<file path="config.mk">
export PLATFORM = sky130hd
export DESIGN_NAME = periph_top
export DESIGN_NICKNAME = d
export VERILOG_FILES = /design/src/logic/periph_pkg.sv /design/src/logic/periph_top.sv /design/src/logic/irq_ctrl.sv /design/src/logic/apb_timer.sv /design/src/logic/apb_slot_decode.sv
export VERILOG_INCLUDE_DIRS = /design/src /design/src/include
export SDC_FILE = /design/constraint.sdc
export NUM_CORES = 1
export LEC_CHECK = 0
export BUFFER_PORTS_ARGS = -buffer_cell sky130_fd_sc_hd__buf_4
export CAP_MARGIN = 40
export CORE_ASPECT_RATIO = 0.8
export CORE_UTILIZATION = 60
export DETAILED_ROUTE_END_ITERATION = 16
export HOLD_SLACK_MARGIN = 0.03
export PLACE_DENSITY = 0.82
export SYNTH_ARGS = -nofsm -noshare
export SYNTH_HDL_FRONTEND = slang
export SYNTH_SLANG_ARGS = --single-unit
</file>
<file path="constraint.sdc">
create_clock -name clk_i -period 3.2 [get_ports clk_i]
set_clock_uncertainty 0.2 [all_clocks]
set_input_delay 0.16 -clock clk_i [delete_from_list [all_inputs] [get_ports clk_i]]
set_output_delay 0.16 -clock clk_i [all_outputs]
set_load 0.01 [all_outputs]
</file>
<file path="src/include/periph_defs.svh">
// -------------------------------------
// Bus widths, slot map, register offset
// fields and interrupt source numbers
// -------------------------------------

`ifndef PERIPH_DEFS_SVH
`define PERIPH_DEFS_SVH

`define PERIPH_ADDR_W 32
`define PERIPH_DATA_W 32

// Slot select bits and slot numbers
`define SLOT_MSB   15
`define SLOT_LSB   12
`define SLOT_IRQ   4'd0
`define SLOT_TIMER 4'd1
`define SLOT_SPI   4'd2
`define SLOT_ETH   4'd3

// Word offset bits inside a slot
`define REG_OFF_MSB 4
`define REG_OFF_LSB 2

// Source 0 is reserved
`define NUM_IRQ_SRC    3
`define IRQ_SRC_TIMER0 1
`define IRQ_SRC_TIMER1 2

`define ABSENT_RDATA 32'hdeadbeef

`endif
</file>
<file path="src/logic/periph_pkg.sv">
// -------------------------------------
// Vector types shared by the peripheral
// subsystem RTL
// -------------------------------------

`include "periph_defs.svh"

package periph_pkg;

    // APB address and data words
    typedef logic [`PERIPH_ADDR_W-1:0] apb_addr_t;
    typedef logic [`PERIPH_DATA_W-1:0] apb_data_t;

    // Word offset inside a slot
    typedef logic [`REG_OFF_MSB-`REG_OFF_LSB:0] reg_off_t;

    // One bit per interrupt source
    typedef logic [`NUM_IRQ_SRC-1:0] irq_vec_t;

    // Source number returned by a claim
    typedef logic [$clog2(`NUM_IRQ_SRC)-1:0] irq_id_t;

endpackage

</file>
<file path="src/logic/periph_top.sv">
`timescale 1ns/1ps

// -------------------------------------
// Peripheral subsystem top with slot
// decode, timer and interrupt control
// -------------------------------------

module periph_top
    import periph_pkg::*;
(
    input  logic      clk_i,
    input  logic      rst_n_i,
    input  logic      psel_i,
    input  logic      penable_i,
    input  logic      pwrite_i,
    input  apb_addr_t paddr_i,
    input  apb_data_t pwdata_i,
    output apb_data_t prdata_o,
    output logic      pready_o,
    output logic      pslverr_o,
    output logic      irq_o
);

    logic       sel_irq;
    logic       sel_timer;
    reg_off_t   reg_off;
    apb_data_t  irq_rdata;
    apb_data_t  timer_rdata;
    logic [1:0] timer_evt;

    apb_slot_decode i_apb_slot_decode (
        .psel_i        ( psel_i      ),
        .penable_i     ( penable_i   ),
        .paddr_i       ( paddr_i     ),
        .irq_rdata_i   ( irq_rdata   ),
        .timer_rdata_i ( timer_rdata ),
        .sel_irq_o     ( sel_irq     ),
        .sel_timer_o   ( sel_timer   ),
        .reg_off_o     ( reg_off     ),
        .prdata_o      ( prdata_o    ),
        .pready_o      ( pready_o    ),
        .pslverr_o     ( pslverr_o   )
    );

    apb_timer i_apb_timer (
        .clk_i       ( clk_i       ),
        .rst_n_i     ( rst_n_i     ),
        .sel_i       ( sel_timer   ),
        .penable_i   ( penable_i   ),
        .pwrite_i    ( pwrite_i    ),
        .reg_off_i   ( reg_off     ),
        .pwdata_i    ( pwdata_i    ),
        .rdata_o     ( timer_rdata ),
        .timer_evt_o ( timer_evt   )
    );

    irq_ctrl i_irq_ctrl (
        .clk_i       ( clk_i     ),
        .rst_n_i     ( rst_n_i   ),
        .sel_i       ( sel_irq   ),
        .penable_i   ( penable_i ),
        .pwrite_i    ( pwrite_i  ),
        .reg_off_i   ( reg_off   ),
        .pwdata_i    ( pwdata_i  ),
        .timer_evt_i ( timer_evt ),
        .rdata_o     ( irq_rdata ),
        .irq_o       ( irq_o     )
    );

endmodule

</file>
<file path="src/logic/irq_ctrl.sv">
`timescale 1ns/1ps

// -------------------------------------
// Interrupt controller with pending,
// enable and claim registers driving a
// single external interrupt line
// -------------------------------------

`include "periph_defs.svh"

module irq_ctrl
    import periph_pkg::*;
(
    input  logic       clk_i,
    input  logic       rst_n_i,
    input  logic       sel_i,
    input  logic       penable_i,
    input  logic       pwrite_i,
    input  reg_off_t   reg_off_i,
    input  apb_data_t  pwdata_i,
    input  logic [1:0] timer_evt_i,
    output apb_data_t  rdata_o,
    output logic       irq_o
);

    localparam reg_off_t OFF_PENDING = reg_off_t'(0);
    localparam reg_off_t OFF_ENABLE  = reg_off_t'(1);
    localparam reg_off_t OFF_CLAIM   = reg_off_t'(2);

    // Source 0 is reserved and can never be enabled
    localparam irq_vec_t SRC_MASK = ~irq_vec_t'(1);

    logic     wr_en;
    logic     claim_rd;
    irq_vec_t src_evt;
    irq_vec_t pending_q;
    irq_vec_t pending_d;
    irq_vec_t enable_q;
    irq_vec_t active;
    irq_id_t  claim_id;
    logic     irq_q;

    assign wr_en    = sel_i & penable_i & pwrite_i;
    assign claim_rd = sel_i & penable_i & ~pwrite_i & (reg_off_i == OFF_CLAIM);

    always_comb begin
        src_evt                  = '0;
        src_evt[`IRQ_SRC_TIMER0] = timer_evt_i[0];
        src_evt[`IRQ_SRC_TIMER1] = timer_evt_i[1];
    end

    assign active = pending_q & enable_q;

    // Lowest numbered active source wins
    always_comb begin
        claim_id = '0;
        for (int src = `NUM_IRQ_SRC - 1; src > 0; src--) begin
            if (active[src]) begin
                claim_id = irq_id_t'(src);
            end
        end
    end

    // New events override a clear in the same cycle
    always_comb begin
        pending_d = pending_q;
        if (wr_en && reg_off_i == OFF_PENDING) begin
            pending_d = pending_d & ~irq_vec_t'(pwdata_i);
        end
        if (claim_rd && claim_id != '0) begin
            pending_d[claim_id] = 1'b0;
        end
        pending_d = pending_d | src_evt;
    end

    always_ff @(posedge clk_i or negedge rst_n_i) begin
        if (!rst_n_i) begin
            pending_q <= '0;
            enable_q  <= '0;
            irq_q     <= 1'b0;
        end else begin
            pending_q <= pending_d;
            if (wr_en && reg_off_i == OFF_ENABLE) begin
                enable_q <= irq_vec_t'(pwdata_i) & SRC_MASK;
            end
            irq_q <= |active;
        end
    end

    assign irq_o = irq_q;

    always_comb begin
        case (reg_off_i)
            OFF_PENDING: rdata_o = apb_data_t'(pending_q);
            OFF_ENABLE:  rdata_o = apb_data_t'(enable_q);
            OFF_CLAIM:   rdata_o = apb_data_t'(claim_id);
            default:     rdata_o = '0;
        endcase
    end

endmodule

</file>
<file path="src/logic/apb_timer.sv">
`timescale 1ns/1ps

// -------------------------------------
// Two channel compare timer with APB
// registers and one event pulse per
// channel on compare match
// -------------------------------------

module apb_timer
    import periph_pkg::*;
(
    input  logic       clk_i,
    input  logic       rst_n_i,
    input  logic       sel_i,
    input  logic       penable_i,
    input  logic       pwrite_i,
    input  reg_off_t   reg_off_i,
    input  apb_data_t  pwdata_i,
    output apb_data_t  rdata_o,
    output logic [1:0] timer_evt_o
);

    localparam int NUM_CH      = 2;
    localparam int REGS_PER_CH = 3;

    // Register index inside a channel
    localparam int IDX_CTRL = 0;
    localparam int IDX_CMP  = 1;
    localparam int IDX_CNT  = 2;

    logic              wr_en;
    logic [NUM_CH-1:0] en_q;
    logic [NUM_CH-1:0] hit;
    apb_data_t         cmp_q [NUM_CH];
    apb_data_t         cnt_q [NUM_CH];

    function automatic reg_off_t ch_off(input int ch, input int idx);
        return reg_off_t'(REGS_PER_CH * ch + idx);
    endfunction

    assign wr_en = sel_i & penable_i & pwrite_i;

    // Match on compare ends the period
    always_comb begin
        for (int ch = 0; ch < NUM_CH; ch++) begin
            hit[ch] = en_q[ch] && (cnt_q[ch] == cmp_q[ch]);
        end
    end

    assign timer_evt_o = hit;

    always_ff @(posedge clk_i or negedge rst_n_i) begin
        if (!rst_n_i) begin
            en_q  <= '0;
            cmp_q <= '{default: '0};
            cnt_q <= '{default: '0};
        end else begin
            for (int ch = 0; ch < NUM_CH; ch++) begin
                if (wr_en && reg_off_i == ch_off(ch, IDX_CTRL)) begin
                    en_q[ch] <= pwdata_i[0];
                end
                if (wr_en && reg_off_i == ch_off(ch, IDX_CMP)) begin
                    cmp_q[ch] <= pwdata_i;
                end
                // A bus write to the count wins over counting
                if (wr_en && reg_off_i == ch_off(ch, IDX_CNT)) begin
                    cnt_q[ch] <= pwdata_i;
                end else if (hit[ch]) begin
                    cnt_q[ch] <= '0;
                end else if (en_q[ch]) begin
                    cnt_q[ch] <= cnt_q[ch] + 1'b1;
                end
            end
        end
    end

    // ----------------------------------
    // Read mux
    // ----------------------------------

    // Offsets past the last channel read zero
    always_comb begin
        rdata_o = '0;
        for (int ch = 0; ch < NUM_CH; ch++) begin
            if (reg_off_i == ch_off(ch, IDX_CTRL)) begin
                rdata_o = apb_data_t'(en_q[ch]);
            end
            if (reg_off_i == ch_off(ch, IDX_CMP)) begin
                rdata_o = cmp_q[ch];
            end
            if (reg_off_i == ch_off(ch, IDX_CNT)) begin
                rdata_o = cnt_q[ch];
            end
        end
    end

endmodule

</file>
<file path="src/logic/apb_slot_decode.sv">
`timescale 1ns/1ps

// -------------------------------------
// APB slot decode, read data and
// response mux, error reply for slots
// with nothing behind them
// -------------------------------------

`include "periph_defs.svh"

module apb_slot_decode
    import periph_pkg::*;
(
    input  logic      psel_i,
    input  logic      penable_i,
    input  apb_addr_t paddr_i,
    input  apb_data_t irq_rdata_i,
    input  apb_data_t timer_rdata_i,
    output logic      sel_irq_o,
    output logic      sel_timer_o,
    output reg_off_t  reg_off_o,
    output apb_data_t prdata_o,
    output logic      pready_o,
    output logic      pslverr_o
);

    logic [`SLOT_MSB-`SLOT_LSB:0] slot;
    logic                         slot_absent;

    assign slot      = paddr_i[`SLOT_MSB:`SLOT_LSB];
    assign reg_off_o = paddr_i[`REG_OFF_MSB:`REG_OFF_LSB];

    always_comb begin
        sel_irq_o   = 1'b0;
        sel_timer_o = 1'b0;
        slot_absent = 1'b0;
        prdata_o    = '0;
        case (slot)
            `SLOT_IRQ: begin
                sel_irq_o = psel_i;
                prdata_o  = irq_rdata_i;
            end
            `SLOT_TIMER: begin
                sel_timer_o = psel_i;
                prdata_o    = timer_rdata_i;
            end
            default: begin
                // SPI, Ethernet and all other slots stay unpopulated
                slot_absent = 1'b1;
                prdata_o    = `ABSENT_RDATA;
            end
        endcase
    end

    // No wait states
    assign pready_o  = psel_i;
    assign pslverr_o = psel_i & penable_i & slot_absent;

endmodule

</file>
==> out/metrics.sh, run 1 <==
WORST_HOLD_SLACK_PS=61.24
GRT_ANTENNA_BEFORE_REPAIR=0
REPORT.FINAL.SLEW_VIOL_COUNT=0
SYNTH.FF_LATCH_COUNT=136
NUMBER_OF_WARNINGS_REPORTED_IN_THE_YOSYS_SYNTHESIS_LOG=0
BUFFER_PORTS.INSERTED=78
SYNTH-SEQ-AREA-SHARE_PCT=38.45
PATH_MAX_FANOUT=29
CPMAXSTAGEDELAYCELL='nor4_1'
START_KIND='register'
POWER_DENSITY_nW_PER_UM2=428.0
FMAXACHIEVABLE_MHz=364.0
LAYOUT_WORST_PATH_CYCLE_SHARE_PCT=85.86
WORST_IR_DROP_VDD_mV=0.3760
VIAS_PER_CELL=6.702
SETUP-TNS-FINAL_PS=0
ROOT_BUFFER='clkbuf_16'
SETUP_VIOLATORS_FINAL=0
FINAL_PERIOD_MINUS_WORST_SETUP_SLACK_PS=2747
DIE_W_UM=137.8
POST-CTS-SETUP-BUFFERS=0
WORST-R2R-CELL-COUNT=7
FINAL_LAYOUT_SIZE_SUFFIX_GT1_SHARE_PCT=22.35
SYNTHESIZED_CELL_AREA_SQ_UM=8851
DRT_ITER0_MARKERS=862
ANTENNA_CELLS_INSERTED=0
DIE-AREA_SQ_UM=15240
SETUP.REG_TO_REG.WORST_SLACK_PS=450
P_LEAK_nW=4.275
REG2REG_START='i_apb_timer.cnt_q[58]'
WORST-SLEW-PIN-TRANSITION_PS=781.8
VIAS_IN_THE_FIRST_GLOBAL_ROUTE=7889
FLOORPLAN.CORE_AREA_SQ_UM=14350
TRITONCTS_NUM_SINKS=136
WORSTSKEWPAIRLATENCY_PS=430
IOPINCOUNT=104
CLKSLEWWORSTSETUPHOLDPATHS_PS=50
GLOBALPLACE.CONGESTION=0.9512
DRT_DRC_VIOLATIONS_LEFT=0
REMAINING_ANTENNA_VIOLATION_COUNT_AFTER_ROUTING=0
SYNTHESIS.INSTANCES=971
STATUS='complete, no violations'
POSTCTSRESIZEDCELLS=0
TIMING.CRITICAL_PATH.SLOWEST_CELL_DELAY_PS=600
CTSHOLDBUFFERS=34
TRITONCTS='done'
INITIAL_CORE_UTIL_PCT=61.70
SYNTHESIS.NETS=1042
WIRE_PER_INST_UM=22.47
WORST_HOLD_PATH_TYPE='in -> reg'
RR_ENDPOINT='i_apb_timer.cnt_q[34]'
CRITPATHKIND='reg -> reg'
DETAIL_ROUTE.FIRST_PASS.ITERATIONS=5
SYNTH_TOP_CELL_BY_AREA='dfrtp_1'
HOLD_PATH_STARTPOINT='penable_i'
SYNTHDISTINCTLIBCELLS=65
VIAS=8371
SYNTH.AREA.TOP_CELLS='dfrtp_1, mux2_2, xnor2_1'
SYNTHESIS.AREA_PER_INSTANCE_SQ_UM=9.115
POSTROUTEWIRELENGTH_UM=28060
FINALHOLDVIOLATIONS=0
HOLD_ENDPOINT='i_irq_ctrl.pending_q[1]'
CP.ARRIVAL_PS=2850
OVERFLOW=0
WORST-ENDPOINT-REQUIRED_PS=3300
CTS.PATH.MAX_BUFFERS=2
WHS_PATH_DEPTH=5
SYNTH-MAIN-FF-CELL='dfrtp_1'
NUMBER_OF_SYNTHESIZED_FLOPS_WITH_AN_ENABLE_PIN=0
AREA_GROWTH_PCT=18.56
GRT_FIRST_PASS_WIRELENGTH_UM=43610
POST-SYNTH-TOP-COUNT-CELL='dfrtp_1'
CTS_MADE_BUFFERS=17
LARGEST_NET_DEGREE_AT_THE_START_OF_GLOBAL_ROUTING=80
SYNTH.CELLS.MOST_FREQUENT='dfrtp_1, nand2_1, o21ai_0'
CTS_HTREE_LEVELS=4
DP_WIRELENGTH_UM=19560
DIE-HEIGHT_UM=110.6
RSZ0062_AT_GRT='false'
YOSYS.AREA.TOP_TYPE_SHARE_PCT=38.45
GRT.TOTAL_USAGE_PCT=38.35
ASYNC_RESET_FF_SHARE_PCT=100.0
MAX_CAP_VIOLATIONS=0
FINAL_NET_COUNT=1127
FLOORPLAN.ROWS=39
MAX_SLEW_MARGIN_PCT=47.88
END_KIND='register'
PATH_CELLS='xor2_1, nor4_1, nand3_1, nor3_2, buf_4, o221ai_1, o21a_1'
routing by layer:
metal  part of all wire [%]  GRT usage (%)  up-vias
met5                      0              0        -
met4                    4.1          16.01        0
met3                     11          9.826       97
met2                     46          58.53      546
met1                     39          51.64     4046
li1                       -              -     3682
cell type report:
type	count	area, sq um
timing repair buffer	144	1182
fill	1069	3852
inverter	8	30.03
clock buffer	24	481.7
tap	184	230.2
multi-input combinational	749	5096
sequential	136	3403
clock inverter	4	70.07
power by group:
part | internal, mW | total (mW) | leakage [nW] | switching [mW]
sequential | 1.80 | 1.94 | 1.75 | 0.141
clock | 1.19 | 1.90 | 0.272 | 0.710
combinational | 0.281 | 0.650 | 2.26 | 0.370
total | 3.27 | 4.49 | 4.28 | 1.22
registers in the layout, summed over array words and instances, names as in the netlist, named ones only:
| register | count |
|---|---|
| i_apb_timer.cmp_q | 64 |
| i_apb_timer.cnt_q | 64 |
| i_apb_timer.en_q | 2 |
| i_irq_ctrl.enable_q | 2 |
| i_irq_ctrl.irq_o | 1 |
| i_irq_ctrl.pending_q | 2 |
worst max-delay path by stage:
stage                                      from               endpoint  slack (ps)  depth (start not counted)
after floorplan           i_apb_timer.cnt_q[12]  i_apb_timer.cnt_q[24]        1020                          7
after global placement    i_apb_timer.cnt_q[26]  i_apb_timer.cnt_q[23]         610                          6
after detailed placement            paddr_i[12]  i_apb_timer.cnt_q[14]         620                          7
after CTS                 i_apb_timer.cnt_q[58]  i_apb_timer.cnt_q[34]         520                          7
after global routing      i_apb_timer.cnt_q[58]  i_apb_timer.cnt_q[34]         320                          7
final                     i_apb_timer.cnt_q[58]  i_apb_timer.cnt_q[34]         450                          7
through the flow:
stage	power, mW	instances	setup WS (ps)	util (%)	instance area [sq um]
global route	4.636	1249	322.9	73.15	10490
floorplan	2.270	971	1025	-	8851
detailed placement	2.560	1187	617.9	66.93	9602
CTS	4.477	1249	520.2	73.15	10490
global placement	2.543	1187	611.7	66.93	9602
finish	4.491	1249	452.6	73.15	10490
kinds of logic (layout without fill, tap and decap cells):
logic type | after synthesis | count (layout) | share of synthesized area, %
mux | 74 | 74 | 9.500
fa+ha+maj | 2 | 2 | 0.2827
simple gates | 329 | 329 | 20.40
buf+inv | 86 | 180 | 4.170
xor+xnor | 109 | 109 | 10.79
compound gates | 235 | 235 | 16.41
flops | 136 | 136 | 38.45
worst max-delay path, delay by kind of cell, from the launching register on:
family                 cells  cell delay [ps]
flip-flops                 1              450
buffers and inverters      1              380
AO/OA/AOI/OAI              2              350
AND/OR/NAND/NOR            3             1050
XOR/XNOR                   1              200
cell usage in the layout (no fill, tap or decap), types with 39 or more instances in the layout:
cell type  instances
a21oi_1           70
mux2_2            63
o21ai_0           87
buf_4            108
nor2_1            39
o31ai_1           39
xnor2_1           55
xor2_1            54
dfrtp_1          136
nand2_1          109
(Power assumes the default switching activity.)
==> inputs of run 2 (changes only) <==
--- a/config.mk
+++ b/config.mk
@@ -12,7 +12,7 @@
 export CORE_UTILIZATION = 60
 export DETAILED_ROUTE_END_ITERATION = 16
 export HOLD_SLACK_MARGIN = 0.03
-export PLACE_DENSITY = 0.82
+export PLACE_DENSITY = 0.78
 export SYNTH_ARGS = -nofsm -noshare
 export SYNTH_HDL_FRONTEND = slang
 export SYNTH_SLANG_ARGS = --single-unit
==> run 2 against run 1 <==
  * Combinational power up 2%
  * Critical path depth unchanged
  * Via count shrank 0.97%
  * Sequential share of layout area fell by 0.21 points
  * Maximum frequency is 4.4% higher
  * Flip-flop and latch count did not move
  * Critical path type is now reg -> out
==> out/metrics.sh, run 2 (synthesis gave the netlist of run 1 again) <==
FLOORPLAN.ROWS=39  # unchanged
VIAS=8290  # -0.97%
WIRE_PER_INST_UM=22.02  # -2.0%
CPMAXSTAGEDELAYCELL='dfrtp_1'
USE_MET2_PCT=56.55  # -2.0 points
GRT_FIRST_PASS_WIRELENGTH_UM=42390  # -2.8%
FINAL_LAYOUT_SIZE_SUFFIX_GT1_SHARE_PCT=22.58  # +0.23 points
TRITONCTS_NUM_SINKS=136  # unchanged
WORST_HOLD_PATH_TYPE='in -> reg'
REPORT.FINAL.SLEW_VIOL_COUNT=0  # unchanged
MAX_CAP_VIOLATIONS=0  # unchanged
FMAXACHIEVABLE_MHz=380.0  # +4.4%
SETUP_VIOLATORS_FINAL=0  # unchanged
WORST_PATH_DOMINANT_CELL_FAMILY='flip-flops'
MET3_USAGE_PCT=6.887  # -2.9 points
FINAL.FILL_COUNT=1094  # +2.3%
CTS.PATH.MAX_BUFFERS=2  # unchanged
POSTROUTEWIRELENGTH_UM=27460  # -2.2%
LAYOUT_WORST_PATH_CYCLE_SHARE_PCT=82.24  # -3.6 points
DIE-AREA_SQ_UM=15240  # unchanged
ANTENNA_CELLS_INSERTED=0  # unchanged
TRITONCTS='done'
REMAINING_ANTENNA_VIOLATION_COUNT_AFTER_ROUTING=0  # unchanged
GLOBAL_ROUTE.USAGE.MET1_PCT=52.37  # +0.73 points
WORST-R2R-CELL-COUNT=6  # -1
DIE-HEIGHT_UM=110.6  # unchanged
WORST_IR_DROP_VDD_mV=0.4260  # +13%
PATH_CELLS='buf_4, mux4_2, inv_1, o22ai_1, a21oi_1, nand2_1, buf_4'
POST-CTS-SETUP-BUFFERS=0  # unchanged
GRT_ANTENNA_BEFORE_REPAIR=0  # unchanged
WORSTSETUPPATHDEPTH=7  # unchanged
CRITPATHKIND='reg -> out'
REPORT.POWER.TOTAL_mW=4.797  # +6.8%
CTS_HTREE_LEVELS=4  # unchanged
INITIAL_CORE_UTIL_PCT=61.70  # unchanged
WHS_PATH_DEPTH=5  # unchanged
FLOORPLAN.CORE_AREA_SQ_UM=14350  # unchanged
WORST-SLEW-PIN-TRANSITION_PS=853.8  # +72.06 ps
CRIT_TOP_CELL='buf_4'
POWER_DENSITY_nW_PER_UM2=454.1  # +6.1%
GLOBAL_ROUTE.PEAK_USAGE_LAYER='met2'
END_KIND='output port'
AREA_OCCUPIED_BY_MULTI_INPUT_GATES_SQ_UM=5101  # about the same
TIMING.CRITICAL_PATH.SLOWEST_CELL_DELAY_PS=520  # -80 ps
WORST-ENDPOINT-REQUIRED_PS=2840  # -460 ps
PRECTSSETUPSLACK_PS=612.0  # -5.917 ps
FINAL_NET_COUNT=1121  # -0.53%
IOPINCOUNT=104  # unchanged
SETUP-TNS-FINAL_PS=0  # unchanged
ROOT_BUFFER='clkbuf_16'
MOSTFREQUENTLAYOUTCELL='dfrtp_1'
P_LEAK_nW=4.303  # +0.64%
GRT.TOTAL_USAGE_PCT=37.24  # -1.1 points
NUMPLACEDINSTANCES=1181  # -0.51%
OVERFLOW=0  # unchanged
VIAS_IN_THE_FIRST_GLOBAL_ROUTE=7641  # -3.1%
DRT_DRC_VIOLATIONS_LEFT=0  # unchanged
DIE_W_UM=137.8  # unchanged
FINAL_WORST_SLACK_PS=568.3  # +115.7 ps
PATH_MAX_FANOUT=10  # -66%
BUFFER_PORTS.INSERTED=78  # unchanged
AREA_GROWTH_PCT=19.34
CTS_MADE_BUFFERS=17  # unchanged
NUMBER_OF_BUFFERS_AND_INVERTERS_ON_THE_CRITICAL_PATH=3  # +2
FINALNONFILLERCELLS=1247  # -0.16%
FINAL-SEQ-AREA_SQ_UM=3403  # unchanged
START_KIND='register'
LARGEST_REGISTERS_RANKED_BY_FLIP_FLOP_COUNT='i_apb_timer.cmp_q: 64 flops, i_apb_timer.cnt_q: 64 flops'
DP_WIRELENGTH_UM=19250  # -1.6%
STATUS='complete, no violations'
LARGEST_NET_DEGREE_AT_THE_START_OF_GLOBAL_ROUTING=86  # +7.5%
VIAS_PER_CELL=6.648  # -0.81%
GLOBALPLACE.CONGESTION=0.9600  # +0.93%
MAX_SLEW_MARGIN_PCT=43.08  # -4.8 points
RSZ0062_AT_GRT='false'
DRT_ITER0_MARKERS=881  # +2.2%
CLKSLEWWORSTSETUPHOLDPATHS_PS=50  # about the same
DETAIL_ROUTE.FIRST_PASS.ITERATIONS=5  # unchanged
FINALHOLDVIOLATIONS=0  # unchanged
FINAL_PERIOD_MINUS_WORST_SETUP_SLACK_PS=2632  # -115.7 ps
WORSTSKEWPAIRLATENCY_PS=430  # about the same
CP.ARRIVAL_PS=2270  # -580 ps
MOST_FREQUENT_CELLS_IN_THE_LAYOUT='dfrtp_1, nand2_1, buf_4, o21ai_0, a21oi_1'
[run 2: cell count changes in the layout (fill, tap and decap cells not counted), sizes merged]
cell	change
buf	-6
bufinv	+2
clkbuf	+1
clkinv	+1
[run 2: area by class of cell]
cell class                 instances  share of cell area (%)
clock buffer                      25                   4.975
tap                              184                   2.180
timing repair buffer             138                   10.77
inverter                           8                  0.2843
sequential                       136                   32.22
clock inverter                     7                   1.279
multi-input combinational        749                   48.29
[run 2: where the power goes]
part           switching (mW)  internal (mW)
Sequential              0.132           1.80
Clock                   0.756           1.45
Combinational           0.375          0.286
[run 2: what timing repair did]
action | CTS | global route
gates resized for setup | 0 | 0
hold endpoints to repair | 217 | 0
hold buffers | 34 | 0
[run 2: worst paths after layout]
check                                 startpoint                       to  slack (ps)
min reg2reg                i_apb_timer.cmp_q[20]    i_apb_timer.cmp_q[20]         340
min                                    penable_i  i_irq_ctrl.pending_q[1]          50
max reg2reg                 i_apb_timer.cnt_q[6]     i_apb_timer.cnt_q[4]         580
max in group asynchronous                rst_n_i    i_apb_timer.cmp_q[28]        1880
min in group asynchronous                rst_n_i    i_apb_timer.cnt_q[33]         170
max                          i_apb_timer.en_q[1]              prdata_o[0]         570
[run 2: worst register-to-register path, delay by kind of cell (launching register included)]
family,cells,cell delay (ps)
compound gates,1,100
xor+xnor,1,420
simple gates,3,1010
flops,1,480
buf+inv,1,280
[run 2: routing by layer]
metal  vias to the layer above  wire, um
met3                        75      2555
li1                       3680         -
met2                       475     12660
met5                         -         0
met1                      4060     11290
met4                         0       953
[run 2: metrics by stage]
step                      util [%]  area [sq um]  hold slack [ps]
after global placement       66.65          9562            81.06
after CTS                    73.63         10560            44.90
after floorplan                  -          8851           -335.6
after detailed placement     66.65          9562            80.24
after global routing         73.63         10560            80.35
final                        73.63         10560            48.07
==> inputs of run 3 (changes only) <==
--- a/config.mk
+++ b/config.mk
@@ -9,10 +9,10 @@
 export BUFFER_PORTS_ARGS = -buffer_cell sky130_fd_sc_hd__buf_4
 export CAP_MARGIN = 40
 export CORE_ASPECT_RATIO = 0.8
-export CORE_UTILIZATION = 60
+export CORE_UTILIZATION = 54
 export DETAILED_ROUTE_END_ITERATION = 16
 export HOLD_SLACK_MARGIN = 0.03
-export PLACE_DENSITY = 0.78
+export PLACE_DENSITY = 0.74
 export SYNTH_ARGS = -nofsm -noshare
 export SYNTH_HDL_FRONTEND = slang
 export SYNTH_SLANG_ARGS = --single-unit
==> constraint.sdc (replaced) <==
create_clock -name clk_i -period 2.2 [get_ports clk_i]
set_clock_uncertainty 0.2 [all_clocks]
set_input_delay 0.11 -clock clk_i [delete_from_list [all_inputs] [get_ports clk_i]]
set_output_delay 0.11 -clock clk_i [all_outputs]
set_load 0.01 [all_outputs]
==> run 3 against run 2 <==
  * Worst hold slack improved by 24 ps
  * Utilization up 3.5 points
  * Critical path depth increased by 2
  * Register-to-register slack worse by 670 ps
  * Sequential power rose by 42%
  * Clock power increased by 40%
  * Final cell count up 13%
  * First-iteration DRC count grew 22%
  * Wire length up 16%
  * The flow now finishes with violations (setup timing)
  * Via count increased by 8.5%
==> out/metrics.sh, run 3 (synthesis gave the netlist of run 1 again) <==
TRITONCTS='done'
RSZ0062_AT_GRT='true'
FINAL-SEQ-AREA_SQ_UM=3411  # +0.22%
END_KIND='register'
MOSTFREQUENTLAYOUTCELL='buf_4'
AREA_GROWTH_PCT=38.65
FINAL.FILL_COUNT=1068  # -2.4%
WORST-ENDPOINT-REQUIRED_PS=2350  # -490 ps
WORST_HOLD_SLACK_PS=72.07  # +24.00 ps
FINAL_WORST_SLACK_PS=-94.55  # -662.9 ps
VIAS=8998  # +8.5%
WORST_PATH_DOMINANT_CELL_FAMILY='simple AND/OR/NAND/NOR gates'
FINAL_LAYOUT_SIZE_SUFFIX_GT1_SHARE_PCT=36.38  # +14 points
WORST-SLEW-PIN-TRANSITION_PS=651.6  # -202.2 ps
FINALNONFILLERCELLS=1408  # +13%
FLOORPLAN.CORE_AREA_SQ_UM=15900  # +11%
PATH_CELLS='nand4_1, buf_4, buf_4, nor4_4, buf_4, nand3_1, nor2_1, xnor2_1, o31ai_4'
CTS_MADE_BUFFERS=17  # unchanged
VIAS_IN_THE_FIRST_GLOBAL_ROUTE=8533  # +12%
CTS_HTREE_LEVELS=4  # unchanged
CTS.PATH.MAX_BUFFERS=2  # unchanged
CRITPATHKIND='reg -> reg'
DRT_DRC_VIOLATIONS_LEFT=0  # unchanged
DIE-HEIGHT_UM=116.5  # +5.3%
CRIT_TOP_CELL='buf_4'
VIAS_PER_CELL=6.391  # -3.9%
WORST_HOLD_PATH_TYPE='in -> reg'
SETUP_VIOLATORS_FINAL=14  # +14
STATUS='complete, but fails checks'
NUMBER_OF_BUFFERS_AND_INVERTERS_ON_THE_CRITICAL_PATH=3  # unchanged
MOST_FREQUENT_CELLS_IN_THE_LAYOUT='buf_4, dfrtp_1, nand2_1, o21ai_0, a21oi_1'
PATH_MAX_FANOUT=5  # -5
GLOBALPLACE.CONGESTION=0.9421  # -1.9%
ROOT_BUFFER='clkbuf_16'
OVERFLOW=0  # unchanged
P_LEAK_nW=5.216  # +21%
IOPINCOUNT=104  # unchanged
DRT_ITER0_MARKERS=1072  # +22%
DETAIL_ROUTE.FIRST_PASS.ITERATIONS=6  # +1
WORSTSKEWPAIRLATENCY_PS=430  # about the same
GRT.TOTAL_USAGE_PCT=37.34  # +0.10 points
REPORT.FINAL.SLEW_VIOL_COUNT=0  # unchanged
WIRE_PER_INST_UM=22.68  # +3.0%
PRECTSSETUPSLACK_PS=-73.40  # -685.4 ps
DIE_W_UM=145.1  # +5.3%
MAX_SLEW_MARGIN_PCT=56.40  # +13 points
NUMPLACEDINSTANCES=1317  # +12%
MAX_CAP_VIOLATIONS=0  # unchanged
AREA_OCCUPIED_BY_MULTI_INPUT_GATES_SQ_UM=5599  # +9.8%
FINALHOLDVIOLATIONS=0  # unchanged
FINAL_NET_COUNT=1252  # +12%
FLOORPLAN.ROWS=41  # +5.1%
REMAINING_ANTENNA_VIOLATION_COUNT_AFTER_ROUTING=0  # unchanged
ANTENNA_CELLS_INSERTED=0  # unchanged
LAYOUT_WORST_PATH_CYCLE_SHARE_PCT=104.3
CPMAXSTAGEDELAYCELL='dfrtp_1'
INITIAL_CORE_UTIL_PCT=55.66  # -6.0 points
CP.ARRIVAL_PS=2450  # +180 ps
BUFFER_PORTS.INSERTED=78  # unchanged
LARGEST_REGISTERS_RANKED_BY_FLIP_FLOP_COUNT='i_apb_timer.cmp_q: 64 flops, i_apb_timer.cnt_q: 64 flops'
WORST_IR_DROP_VDD_mV=0.5032  # +18%
GRT_FIRST_PASS_WIRELENGTH_UM=47130  # +11%
TRITONCTS_NUM_SINKS=136  # unchanged
TIMING.CRITICAL_PATH.SLOWEST_CELL_DELAY_PS=420  # -100 ps
DIE-AREA_SQ_UM=16910  # +11%
POWER_DENSITY_nW_PER_UM2=588.9  # +30%
LARGEST_NET_DEGREE_AT_THE_START_OF_GLOBAL_ROUTING=59  # -31%
VIOLATIONS_IN_THE_FINAL_REPORTS='setup timing'
FMAXACHIEVABLE_MHz=435.8
POSTROUTEWIRELENGTH_UM=31930  # +16%
CLKSLEWWORSTSETUPHOLDPATHS_PS=60  # about the same
GRT_ANTENNA_BEFORE_REPAIR=1  # +1
DP_WIRELENGTH_UM=21850  # +14%
START_KIND='register'
FINAL_PERIOD_MINUS_WORST_SETUP_SLACK_PS=2295
## run 3: changes by cell type in the layout (fill, tap and decap cells not counted), sizes merged
cell and delta:
clkinvlp +3, clkbuf -5, dlygate4sd3 +4, clkinv +2, buf +126
## run 3: routing by layer
| metal | GRT usage (%) | share of wire [%] |
|---|---|---|
| met2 | 61.73 | 46 |
| met5 | 0 | 0.025 |
| met3 | 7.109 | 9.5 |
| met4 | 18.11 | 4.7 |
| met1 | 47.93 | 39 |
## run 3: area by class of cell
class                           instances  area share (%)
Tap cell                              215           2.192
Multi-Input combinational cell        749           45.63
Clock buffer                           19           3.691
Sequential cell                       136           27.79
Inverter                                8          0.2447
Clock inverter                         12           1.427
Timing Repair Buffer                  269           19.03
## run 3: path summary, 6_finish.rpt
check / start / end / slack, ps / cells after the start
hold reg to reg: i_apb_timer.cmp_q[36] / i_apb_timer.cmp_q[36] / 340 / 1
setup / recovery: i_apb_timer.cnt_q[8] / i_apb_timer.cnt_q[21] / -90 / 9
min in group asynchronous: rst_n_i / i_apb_timer.en_q[0] / 430 / 3
setup reg to reg: i_apb_timer.cnt_q[8] / i_apb_timer.cnt_q[21] / -90 / 9
max in group asynchronous: rst_n_i / i_apb_timer.cnt_q[14] / 870 / 4
hold / removal: paddr_i[12] / i_irq_ctrl.pending_q[2] / 70 / 6
## run 3: where the power goes
part | total, mW | switching (mW) | internal (mW)
logic | 1.39 | 0.727 | 0.659
registers | 2.75 | 0.129 | 2.62
clock network | 3.09 | 1.14 | 1.95
total | 7.23 | 2.00 | 5.23
## run 3: metrics by stage
step                util, %  TNS, ps  power (mW)  cell area [sq um]
floorplan                 -        0       3.302               8851
global placement      66.00   -4.663       3.884              10500
detailed placement    66.00   -191.2       3.916              10500
CTS                   73.30   -30.92       7.094              11660
global route          77.17    -4432       7.441              12270
finish                77.17   -690.9       7.227              12270
## run 3: worst reg2reg max path, cell delays in order, from the launching register on
cell and delay (ps):
dfrtp_1 420, nand4_1 200, buf_4 200, buf_4 140, nor4_4 230, buf_4 200, nand3_1 120, nor2_1 150
xnor2_1 120, o31ai_4 250
## run 3: what timing repair did
item | in CTS | in global routing
setup buffers | 7 | 14
pin swaps | 10 | 40
hold buffers | 39 | 0
gates resized for setup | 19 | 95
gates cloned | 0 | 1
hold endpoints to repair | 271 | 0
endpoints found under the setup margin | 34 | 69
